### config.mk
export PLATFORM = sky130hd
export DESIGN_NAME = ctrl_top
export DESIGN_NICKNAME = d
export VERILOG_FILES = /design/src/hw/ctrl_pkg.sv /design/src/hw/axi_lite_regs.sv /design/src/hw/ctrl_registers.sv /design/src/hw/cycle_counter.sv /design/src/hw/ctrl_top.sv
export VERILOG_INCLUDE_DIRS = /design/src /design/src/hw
export SDC_FILE = /design/constraint.sdc
export NUM_CORES = 1
export LEC_CHECK = 0
export BUFFER_PORTS_ARGS = -buffer_cell sky130_fd_sc_hd__buf_2
export CELL_PAD_IN_SITES_DETAIL_PLACEMENT = 1
export CELL_PAD_IN_SITES_GLOBAL_PLACEMENT = 2
export CORE_AREA = 2 2 227 140
export CTS_CLUSTER_DIAMETER = 80
export DETAILED_ROUTE_END_ITERATION = 12
export DIE_AREA = 0 0 229 142
export PLACE_DENSITY = 0.87
export SYNTH_ARGS = -nofsm -noshare
export SYNTH_HDL_FRONTEND = slang
export SYNTH_HIERARCHICAL = 1
export SYNTH_SLANG_ARGS = --single-unit
export TNS_END_PERCENT = 5
### constraint.sdc
create_clock -name clk_i -period 6.8 [get_ports clk_i]
set_input_delay 0 -clock clk_i [delete_from_list [all_inputs] [get_ports clk_i]]
set_output_delay 0 -clock clk_i [all_outputs]
set_load 0.01 [all_outputs]
### src/hw/ctrl_defines.svh
// Build-time widths, register count and DRAM window for the SoC control block
`ifndef CTRL_DEFINES_SVH
`define CTRL_DEFINES_SVH

////////////////////
// Bus widths
////////////////////

// AXI-lite data bus, also the width of every register
`define CTRL_DATA_WIDTH 32

// AXI-lite address bus
`define CTRL_ADDR_WIDTH 32

////////////////////
// Register file
////////////////////

// exit, dram_base, dram_end, hw_cnt_en, cycle_cnt
`define CTRL_NUM_REGS 5

////////////////////
// DRAM window
////////////////////

// Start of DRAM as seen from the host
`define CTRL_DRAM_BASE 32'h8000_0000

// Window size, end register holds base plus length
`define CTRL_DRAM_LENGTH 32'h0100_0000

`endif

### src/hw/ctrl_pkg.sv
// Shared AXI-lite channel types and register indices of the SoC control block
`include "ctrl_defines.svh"

package ctrl_pkg;

  ////////////////////
  // Basic fields
  ////////////////////

  typedef logic [`CTRL_ADDR_WIDTH-1:0]   addr_t;
  typedef logic [`CTRL_DATA_WIDTH-1:0]   data_t;
  typedef logic [`CTRL_DATA_WIDTH/8-1:0] strb_t;

  // Hardware cycle counter value
  typedef logic [31:0] cycle_cnt_t;

  // Response codes
  localparam logic [1:0] resp_okay   = 2'b00;
  localparam logic [1:0] resp_slverr = 2'b10;

  ////////////////////
  // AXI-lite channels
  ////////////////////

  typedef struct packed {
    addr_t      addr;
    logic [2:0] prot;
  } axi_lite_aw_t;

  typedef struct packed {
    addr_t      addr;
    logic [2:0] prot;
  } axi_lite_ar_t;

  typedef struct packed {
    data_t data;
    strb_t strb;
  } axi_lite_w_t;

  typedef struct packed {
    logic [1:0] resp;
  } axi_lite_b_t;

  typedef struct packed {
    data_t      data;
    logic [1:0] resp;
  } axi_lite_r_t;

  // Host to slave
  typedef struct packed {
    axi_lite_aw_t aw;
    logic         aw_valid;
    axi_lite_w_t  w;
    logic         w_valid;
    logic         b_ready;
    axi_lite_ar_t ar;
    logic         ar_valid;
    logic         r_ready;
  } axi_lite_req_t;

  // Slave to host
  typedef struct packed {
    logic         aw_ready;
    logic         w_ready;
    axi_lite_b_t  b;
    logic         b_valid;
    logic         ar_ready;
    axi_lite_r_t  r;
    logic         r_valid;
  } axi_lite_resp_t;

  // Word index of each control register, byte address is index times 4
  typedef enum logic [2:0] {
    exit      = 3'd0,
    dram_base = 3'd1,
    dram_end  = 3'd2,
    hw_cnt_en = 3'd3,
    cycle_cnt = 3'd4
  } reg_idx_e;

endpackage : ctrl_pkg

### src/hw/axi_lite_regs.sv
// Generic AXI-lite register bank, byte addressed, with read-only masks and hardware load
module axi_lite_regs #(
  parameter int unsigned                     RegNumBytes  = 4,
  parameter int unsigned                     AxiAddrWidth = 32,
  parameter int unsigned                     AxiDataWidth = 32,
  parameter logic [RegNumBytes-1:0]          AxiReadOnly  = '0,
  parameter logic [RegNumBytes-1:0][7:0]     RegRstVal    = '0,
  parameter type                             req_lite_t   = ctrl_pkg::axi_lite_req_t,
  parameter type                             resp_lite_t  = ctrl_pkg::axi_lite_resp_t
) (
  input  logic                         clk_i,
  input  logic                         arst_n_i,
  // AXI-lite slave port
  input  req_lite_t                    axi_req_i,
  output resp_lite_t                   axi_resp_o,
  // Bytes written by the bus this cycle
  output logic [RegNumBytes-1:0]       wr_active_o,
  // Hardware side
  input  logic [RegNumBytes-1:0][7:0]  reg_d_i,
  input  logic [RegNumBytes-1:0]       reg_load_i,
  output logic [RegNumBytes-1:0][7:0]  reg_q_o
);

  ////////////////////
  // Definitions
  ////////////////////

  localparam int unsigned StrbWidth  = AxiDataWidth / 8;
  localparam int unsigned AddrOffset = $clog2(StrbWidth);
  localparam int unsigned NumWords   = (RegNumBytes + StrbWidth - 1) / StrbWidth;
  localparam int unsigned WordIdxW   = AxiAddrWidth - AddrOffset;

  logic [RegNumBytes-1:0][7:0] reg_q;

  // Write path
  logic [WordIdxW-1:0]          wr_word;
  logic                         wr_in_range;
  logic [RegNumBytes-1:0]       wr_sel;
  logic                         wr_err;
  logic                         wr_handshake;
  logic [RegNumBytes-1:0]       wr_en;
  logic [StrbWidth-1:0][7:0]    wr_bytes;
  logic                         b_valid_q;
  logic [1:0]                   b_resp_q;

  // Read path
  logic [WordIdxW-1:0]          rd_word;
  logic                         rd_in_range;
  logic [StrbWidth-1:0][7:0]    rd_bytes;
  logic                         rd_handshake;
  logic                         r_valid_q;
  logic [1:0]                   r_resp_q;
  logic [AxiDataWidth-1:0]      r_data_q;

  ////////////////////
  // Write decode
  ////////////////////

  // Low address bits select a byte lane and are ignored
  assign wr_word     = axi_req_i.aw.addr[AxiAddrWidth-1:AddrOffset];
  assign wr_in_range = (wr_word < WordIdxW'(NumWords));
  assign wr_bytes    = axi_req_i.w.data;

  always_comb begin
    for (int unsigned b = 0; b < RegNumBytes; b++) begin
      wr_sel[b] = wr_in_range && (wr_word == WordIdxW'(b / StrbWidth)) &&
                  axi_req_i.w.strb[b % StrbWidth];
    end
  end

  // A single strobed read-only byte rejects the whole write
  assign wr_err = ~wr_in_range | (|(wr_sel & AxiReadOnly));

  // Address and data are taken together, never one without the other
  assign wr_handshake = axi_req_i.aw_valid & axi_req_i.w_valid & ~b_valid_q;
  assign wr_en        = wr_sel & {RegNumBytes{wr_handshake & ~wr_err}};
  assign wr_active_o  = wr_en;

  ////////////////////
  // Register array
  ////////////////////

  always_ff @(posedge clk_i or negedge arst_n_i) begin
    if (!arst_n_i) begin
      reg_q <= RegRstVal;
    end else begin
      for (int unsigned b = 0; b < RegNumBytes; b++) begin
        // Hardware load wins over the bus
        if (reg_load_i[b]) begin
          reg_q[b] <= reg_d_i[b];
        end else if (wr_en[b]) begin
          reg_q[b] <= wr_bytes[b % StrbWidth];
        end
      end
    end
  end

  assign reg_q_o = reg_q;

  ////////////////////
  // Read decode
  ////////////////////

  assign rd_word      = axi_req_i.ar.addr[AxiAddrWidth-1:AddrOffset];
  assign rd_in_range  = (rd_word < WordIdxW'(NumWords));
  assign rd_handshake = axi_req_i.ar_valid & ~r_valid_q;

  // Out of range reads return zero
  always_comb begin
    rd_bytes = '0;
    for (int unsigned b = 0; b < RegNumBytes; b++) begin
      if (rd_in_range && (rd_word == WordIdxW'(b / StrbWidth))) begin
        rd_bytes[b % StrbWidth] = reg_q[b];
      end
    end
  end

  ////////////////////
  // Response channels
  ////////////////////

  always_ff @(posedge clk_i or negedge arst_n_i) begin
    if (!arst_n_i) begin
      b_valid_q <= 1'b0;
      r_valid_q <= 1'b0;
    end else begin
      if (b_valid_q && axi_req_i.b_ready) begin
        b_valid_q <= 1'b0;
      end else if (wr_handshake) begin
        b_valid_q <= 1'b1;
      end
      if (r_valid_q && axi_req_i.r_ready) begin
        r_valid_q <= 1'b0;
      end else if (rd_handshake) begin
        r_valid_q <= 1'b1;
      end
    end
  end

  // Response payload, only captured on acceptance
  always_ff @(posedge clk_i) begin
    if (wr_handshake) begin
      b_resp_q <= wr_err ? ctrl_pkg::resp_slverr : ctrl_pkg::resp_okay;
    end
    if (rd_handshake) begin
      r_data_q <= rd_bytes;
      r_resp_q <= rd_in_range ? ctrl_pkg::resp_okay : ctrl_pkg::resp_slverr;
    end
  end

  always_comb begin
    axi_resp_o          = '0;
    // Ready is held low while only one of aw and w is valid
    axi_resp_o.aw_ready = ~b_valid_q & ~(axi_req_i.aw_valid ^ axi_req_i.w_valid);
    axi_resp_o.w_ready  = ~b_valid_q & ~(axi_req_i.aw_valid ^ axi_req_i.w_valid);
    axi_resp_o.b.resp   = b_resp_q;
    axi_resp_o.b_valid  = b_valid_q;
    axi_resp_o.ar_ready = ~r_valid_q;
    axi_resp_o.r.data   = r_data_q;
    axi_resp_o.r.resp   = r_resp_q;
    axi_resp_o.r_valid  = r_valid_q;
  end

endmodule : axi_lite_regs

### src/hw/ctrl_registers.sv
// SoC control registers, memory map and exit write reporting over AXI-lite
`include "ctrl_defines.svh"

module ctrl_registers #(
  parameter logic [`CTRL_DATA_WIDTH-1:0] DRAMBaseAddr = `CTRL_DRAM_BASE,
  parameter logic [`CTRL_DATA_WIDTH-1:0] DRAMLength   = `CTRL_DRAM_LENGTH
) (
  input  logic                          clk_i,
  input  logic                          arst_n_i,
  // AXI-lite slave port
  input  ctrl_pkg::axi_lite_req_t       axi_lite_slave_req_i,
  output ctrl_pkg::axi_lite_resp_t      axi_lite_slave_resp_o,
  // Hardware counter value
  input  logic [31:0]                   cycle_cnt_i,
  // Register outputs
  output logic [`CTRL_DATA_WIDTH-1:0]   exit_o,
  output logic [`CTRL_DATA_WIDTH-1:0]   dram_base_addr_o,
  output logic [`CTRL_DATA_WIDTH-1:0]   dram_end_addr_o,
  output logic [`CTRL_DATA_WIDTH-1:0]   hw_cnt_en_o
);

  ////////////////////
  // Memory map
  ////////////////////

  localparam int unsigned DataWidth   = `CTRL_DATA_WIDTH;
  localparam int unsigned NumRegs     = `CTRL_NUM_REGS;
  localparam int unsigned BytesPerReg = DataWidth / 8;
  localparam int unsigned RegNumBytes = NumRegs * BytesPerReg;

  typedef logic [NumRegs-1:0][DataWidth-1:0]   reg_words_t;
  typedef logic [NumRegs-1:0][BytesPerReg-1:0] reg_mask_t;

  function automatic reg_words_t reset_values();
    reg_words_t rst;
    rst                      = '0;
    rst[ctrl_pkg::dram_base] = DRAMBaseAddr;
    rst[ctrl_pkg::dram_end]  = DRAMBaseAddr + DRAMLength;
    return rst;
  endfunction

  // DRAM window and cycle count are not writable from the bus
  function automatic reg_mask_t read_only_mask();
    reg_mask_t ro;
    ro                      = '0;
    ro[ctrl_pkg::dram_base] = '1;
    ro[ctrl_pkg::dram_end]  = '1;
    ro[ctrl_pkg::cycle_cnt] = '1;
    return ro;
  endfunction

  function automatic reg_mask_t load_mask();
    reg_mask_t ld;
    ld                      = '0;
    ld[ctrl_pkg::cycle_cnt] = '1;
    return ld;
  endfunction

  localparam reg_words_t RegRstVal   = reset_values();
  localparam reg_mask_t  AxiReadOnly = read_only_mask();
  localparam reg_mask_t  RegLoad     = load_mask();

  reg_words_t                reg_d;
  reg_words_t                reg_q;
  reg_mask_t                 wr_active;
  logic [BytesPerReg-1:0]    exit_wr_q;
  logic                      exit_strobe_q;

  // Counter value refreshed every cycle
  always_comb begin
    reg_d                      = '0;
    reg_d[ctrl_pkg::cycle_cnt] = cycle_cnt_i;
  end

  axi_lite_regs #(
    .RegNumBytes (RegNumBytes),
    .AxiAddrWidth(`CTRL_ADDR_WIDTH),
    .AxiDataWidth(DataWidth),
    .AxiReadOnly (AxiReadOnly),
    .RegRstVal   (RegRstVal),
    .req_lite_t  (ctrl_pkg::axi_lite_req_t),
    .resp_lite_t (ctrl_pkg::axi_lite_resp_t)
  ) i_axi_lite_regs (
    .clk_i      (clk_i),
    .arst_n_i   (arst_n_i),
    .axi_req_i  (axi_lite_slave_req_i),
    .axi_resp_o (axi_lite_slave_resp_o),
    .wr_active_o(wr_active),
    .reg_d_i    (reg_d),
    .reg_load_i (RegLoad),
    .reg_q_o    (reg_q)
  );

  ////////////////////
  // Exit reporting
  ////////////////////

  // Two stages, so the strobe trails the register update by one cycle
  always_ff @(posedge clk_i or negedge arst_n_i) begin
    if (!arst_n_i) begin
      exit_wr_q     <= '0;
      exit_strobe_q <= 1'b0;
    end else begin
      exit_wr_q     <= wr_active[ctrl_pkg::exit];
      exit_strobe_q <= |exit_wr_q;
    end
  end

  assign exit_o           = {reg_q[ctrl_pkg::exit][DataWidth-2:0], exit_strobe_q};
  assign dram_base_addr_o = reg_q[ctrl_pkg::dram_base];
  assign dram_end_addr_o  = reg_q[ctrl_pkg::dram_end];
  assign hw_cnt_en_o      = reg_q[ctrl_pkg::hw_cnt_en];

endmodule : ctrl_registers

### src/hw/cycle_counter.sv
// Free-running 32-bit cycle counter that advances while enabled
module cycle_counter (
  input  logic        clk_i,
  input  logic        arst_n_i,
  input  logic        en_i,
  output logic [31:0] count_o
);

  ctrl_pkg::cycle_cnt_t count_q;

  ////////////////////
  // Counter
  ////////////////////

  // Wraps to zero after all ones, holds while disabled
  always_ff @(posedge clk_i or negedge arst_n_i) begin
    if (!arst_n_i) begin
      count_q <= '0;
    end else if (en_i) begin
      count_q <= count_q + 1'b1;
    end
  end

  assign count_o = count_q;

endmodule : cycle_counter

### src/hw/ctrl_top.sv
// Control block top, register file plus the hardware cycle counter
`include "ctrl_defines.svh"

module ctrl_top (
  input  logic                          clk_i,
  input  logic                          arst_n_i,
  // Host AXI-lite port
  input  ctrl_pkg::axi_lite_req_t       axi_lite_req_i,
  output ctrl_pkg::axi_lite_resp_t      axi_lite_resp_o,
  // SoC status
  output logic [`CTRL_DATA_WIDTH-1:0]   exit_o,
  output logic [`CTRL_DATA_WIDTH-1:0]   dram_base_addr_o,
  output logic [`CTRL_DATA_WIDTH-1:0]   dram_end_addr_o
);

  ////////////////////
  // Internal wires
  ////////////////////

  // Only bit 0 enables the counter
  logic [`CTRL_DATA_WIDTH-1:0] hw_cnt_en;
  logic [31:0]                 cycle_cnt;

  ////////////////////
  // Instances
  ////////////////////

  ctrl_registers #(
    .DRAMBaseAddr(`CTRL_DRAM_BASE),
    .DRAMLength  (`CTRL_DRAM_LENGTH)
  ) i_ctrl_registers (
    .clk_i                (clk_i),
    .arst_n_i             (arst_n_i),
    .axi_lite_slave_req_i (axi_lite_req_i),
    .axi_lite_slave_resp_o(axi_lite_resp_o),
    .cycle_cnt_i          (cycle_cnt),
    .exit_o               (exit_o),
    .dram_base_addr_o     (dram_base_addr_o),
    .dram_end_addr_o      (dram_end_addr_o),
    .hw_cnt_en_o          (hw_cnt_en)
  );

  cycle_counter i_cycle_counter (
    .clk_i   (clk_i),
    .arst_n_i(arst_n_i),
    .en_i    (hw_cnt_en[0]),
    .count_o (cycle_cnt)
  );

endmodule : ctrl_top

==> results.md <==
* Largest net degree at the start of global routing at 77
* HP Class: primary input to flip-flop
* Count of clock tree sinks at 233
* Synthesized area divided by synthesized cell count at 11.52 um^2
* Setup Buffers After CTS at 0
* Final setup skew at around 0.0094 ns
* CTS tree: done
* Number of gates given a new drive strength after cts at 0
* Total leakage power at 6.682 nW
* Worst Setup Slack post-DPL at 4.452 ns
* RSZ-0062 raised after global routing: false
* Power per cell area at 240.8 nW/um^2
* Kind of cell with the highest combined delay on the critical path: buffers and inverters
* Crit Path Category: flip-flop to flip-flop
* DR vias/cell at 5.140
* Antenna violations before repair at 5
* F_max at 0.3687 GHz
* Series of cell instances along the critical path: nor3b_1 -> and4_1 -> and2_2 -> buf_4 -> a41oi_1 -> dlygate4sd3_1 -> a21oi_1
* Global-route wire length before repair at 59.29 mm
* Worst Path Required at 7.26 ns
* HPWL after DPL at 27.50 mm
* Total of max-cap violations at 0
* Highest cell delay on the worst timing path at about 0.59 ns
* Net total in the final layout at 1534
* Worst Hold Margin at about 0.013 ns
* Total wire length at 38.49 mm
* Worst path setup slack after routing at 4.088 ns
* Total of buffers placed on input and output ports at approximately 240
* All-Layer GR Usage at 23.67%
* Area of the core at 30530 um^2
* Final worst path period need at 2.712 ns
* Slew Viols, Final at 0
* Max VDD drop at 0.1860 mV
* Horizontal extent of the die at approximately 230 um
* Nature of the critical path startpoint: flip-flop
* Hold Path Origin: axi_lite_req_i[42]
* Worst hold path endpoint: i_ctrl_registers/i_axi_lite_regs/reg_q_o[31]$_DFFE_PN0P_
* Arrival time worst endpoint at 3.17 ns
* Number of nets still failing antenna checks after routing at 0
* Height of the die at 142 um
* I/O Pins at 250
* Inserted Clock Buffers at 25
* Ys Warns at 6
* Final number of hold-violating endpoints at 0
* WL/cell at 20.74 um
* Worst Max-Slew Pin Slew at about 1.3 ns
* First drt pass iteration count at 4
* Beginning of the worst register-to-register path: i_ctrl_registers/i_axi_lite_regs/b_valid_q$_DFFE_PN0P_
* DR vias at 9539
* Max-slew headroom at the worst pin at roughly 15%
* Starting Density at 37.01%
* Capturing element type of the critical path: flip-flop
* Post-synth design cell area at 11300 um^2
* R2R cell count at 7
* Area Growth Syn to Fin at 30.75%
* Clock transition at the register clock pins on the worst setup and hold paths after CTS at about 0.060 ns
* Largest buffer count on any clock path at 3
* Routability cong. at 0.8504
* Total DRC errors in the routed layout at 0
* Via count of the first global-routing pass at 9865
* Final Setup Violations at 0
* Post-Syn Instances at 981
* Setup slack, reg-to-reg at 4.09 ns
* DRC marker count from the first detailed-route iteration at 563
* Die Outline Area at 32520 um^2
* Total Neg Setup Slack at 0 ns
* H-tree Lvls at 1
* Status: finished, final reports clean
* Root buffer cell: sky130_fd_sc_hd__clkbuf_16
* Row cnt at 50
* Buffer and inverter count on the worst path at 2
* Leftover overflow at the end of global routing at 0
* Final worst-path cycle share at 39.88%
* Slowest cell on the critical path: sky130_fd_sc_hd__dlygate4sd3_1
* Worst skew pair latency at 0.54 ns
* Worst Hold Depth at 3
* Maximum fanout encountered on the critical timing path at 64
* Worst reg2reg endpoint: i_ctrl_registers/i_axi_lite_regs/reg_q_o[103]$_DFFE_PN0P_
* Share of layout cells above drive strength 1 at between 20% and 30%
* Cts-stage hold buffer count at 48
==> metrics by stage <==
stage / cell area (um^2) / std cells / total power (W) / utilization (%)
final: 14770 / 1856 / 0.003557 / 48.39
after global routing: 14770 / 1855 / 0.003714 / 48.38
after CTS: 14770 / 1854 / 0.003576 / 48.37
after detailed placement: 13470 / 1760 / 0.002161 / 44.12
after global placement: 13470 / 1760 / 0.002142 / 44.12
after floorplan: 12030 / 1176 / 0.001929 / -
==> cells in the final DEF, fill, tap and decap left out, types with 34 or more instances in the layout <==
master                          instances
sky130_fd_sc_hd__buf_2                236
sky130_fd_sc_hd__conb_1               198
sky130_fd_sc_hd__dfrtp_1              196
sky130_fd_sc_hd__mux2_2                97
sky130_fd_sc_hd__nand2_1               80
sky130_fd_sc_hd__nor2b_1               67
sky130_fd_sc_hd__a21oi_1               67
sky130_fd_sc_hd__a41oi_1               64
sky130_fd_sc_hd__o21ai_0               63
sky130_fd_sc_hd__dlygate4sd3_1         48
sky130_fd_sc_hd__edfxtp_1              34
==> power breakdown <==
| part | internal, W | switching, W | total, W |
|---|---|---|---|
| Combinational | 0.000224 | 0.000265 | 0.000488 |
| Sequential | 0.00155 | 0.000138 | 0.00168 |
| Clock | 0.000804 | 0.000580 | 0.00138 |
| Total | 0.00257 | 0.000983 | 0.00356 |
==> state kept, by name (all words and copies together) (netlist names) <==
name and count:
i_ctrl_registers/i_axi_lite_regs/reg_q_o 160, i_ctrl_registers/i_axi_lite_regs/r_data_q 32, i_cycle_counter/count_o 32, i_ctrl_registers/exit_wr_q 4, i_ctrl_registers/exit_strobe_q 1, i_ctrl_registers/i_axi_lite_regs/b_resp_q 1, i_ctrl_registers/i_axi_lite_regs/b_valid_q 1, i_ctrl_registers/i_axi_lite_regs/r_resp_q 1
i_ctrl_registers/i_axi_lite_regs/r_valid_q 1
==> how the worst max path moves through the flow <==
| stage | slack (ns) | to | start | cells past startpoint |
|---|---|---|---|---|
| 2_1_floorplan | 4.47 | i_ctrl_registers/i_axi_lite_regs/r_data_q[0]$_DFFE_PP_ | i_ctrl_registers/i_axi_lite_regs/r_valid_q$_DFFE_PN0P_ | 1 |
| 3_3_place_gp | 4.48 | i_ctrl_registers/i_axi_lite_regs/reg_q_o[100]$_DFFE_PN0P_ | i_ctrl_registers/i_axi_lite_regs/b_valid_q$_DFFE_PN0P_ | 5 |
| 3_5_place_dp | 4.45 | i_cycle_counter/count_o[31]$_DFFE_PN0P_ | i_ctrl_registers/i_axi_lite_regs/reg_q_o[96]$_DFFE_PN0P_ | 4 |
| 4_1_cts | 4.15 | i_ctrl_registers/i_axi_lite_regs/reg_q_o[103]$_DFFE_PN0P_ | i_ctrl_registers/i_axi_lite_regs/b_valid_q$_DFFE_PN0P_ | 7 |
| 5_1_grt | 3.89 | i_ctrl_registers/i_axi_lite_regs/reg_q_o[103]$_DFFE_PN0P_ | i_ctrl_registers/i_axi_lite_regs/b_valid_q$_DFFE_PN0P_ | 7 |
| 6_report | 4.09 | i_ctrl_registers/i_axi_lite_regs/reg_q_o[103]$_DFFE_PN0P_ | i_ctrl_registers/i_axi_lite_regs/b_valid_q$_DFFE_PN0P_ | 7 |
==> worst min-delay path: cells and delay by family <==
kind,cells,cell delay [ns]
buffers and inverters,1,0.22
AOI/OAI and AO/OA,2,0.27
==> layer usage <==
metal / global-route usage, % / share of wire (%) / vias to the layer above
met1: 36.36 / 50 / 4906
met3: 4.467 / 5.3 / 45
li1: - / - / 4343
met4: 4.033 / 1.7 / 6
met2: 34.99 / 43 / 239
met5: 0 / 0.099 / -
==> layout make-up <==
| cell class | count | area (um^2) |
|---|---|---|
| well taps | 416 | 520.5 |
| inverters | 7 | 26.28 |
| clock buffers | 38 | 714.4 |
| fillers | 3486 | 15760 |
| flip-flops and latches | 233 | 6005 |
| multi-input cells | 858 | 5655 |
| clock inverters | 8 | 103.9 |
| diodes | 2 | 5.005 |
| repair buffers | 294 | 1743 |
Power figures use the tool's default switching activity.
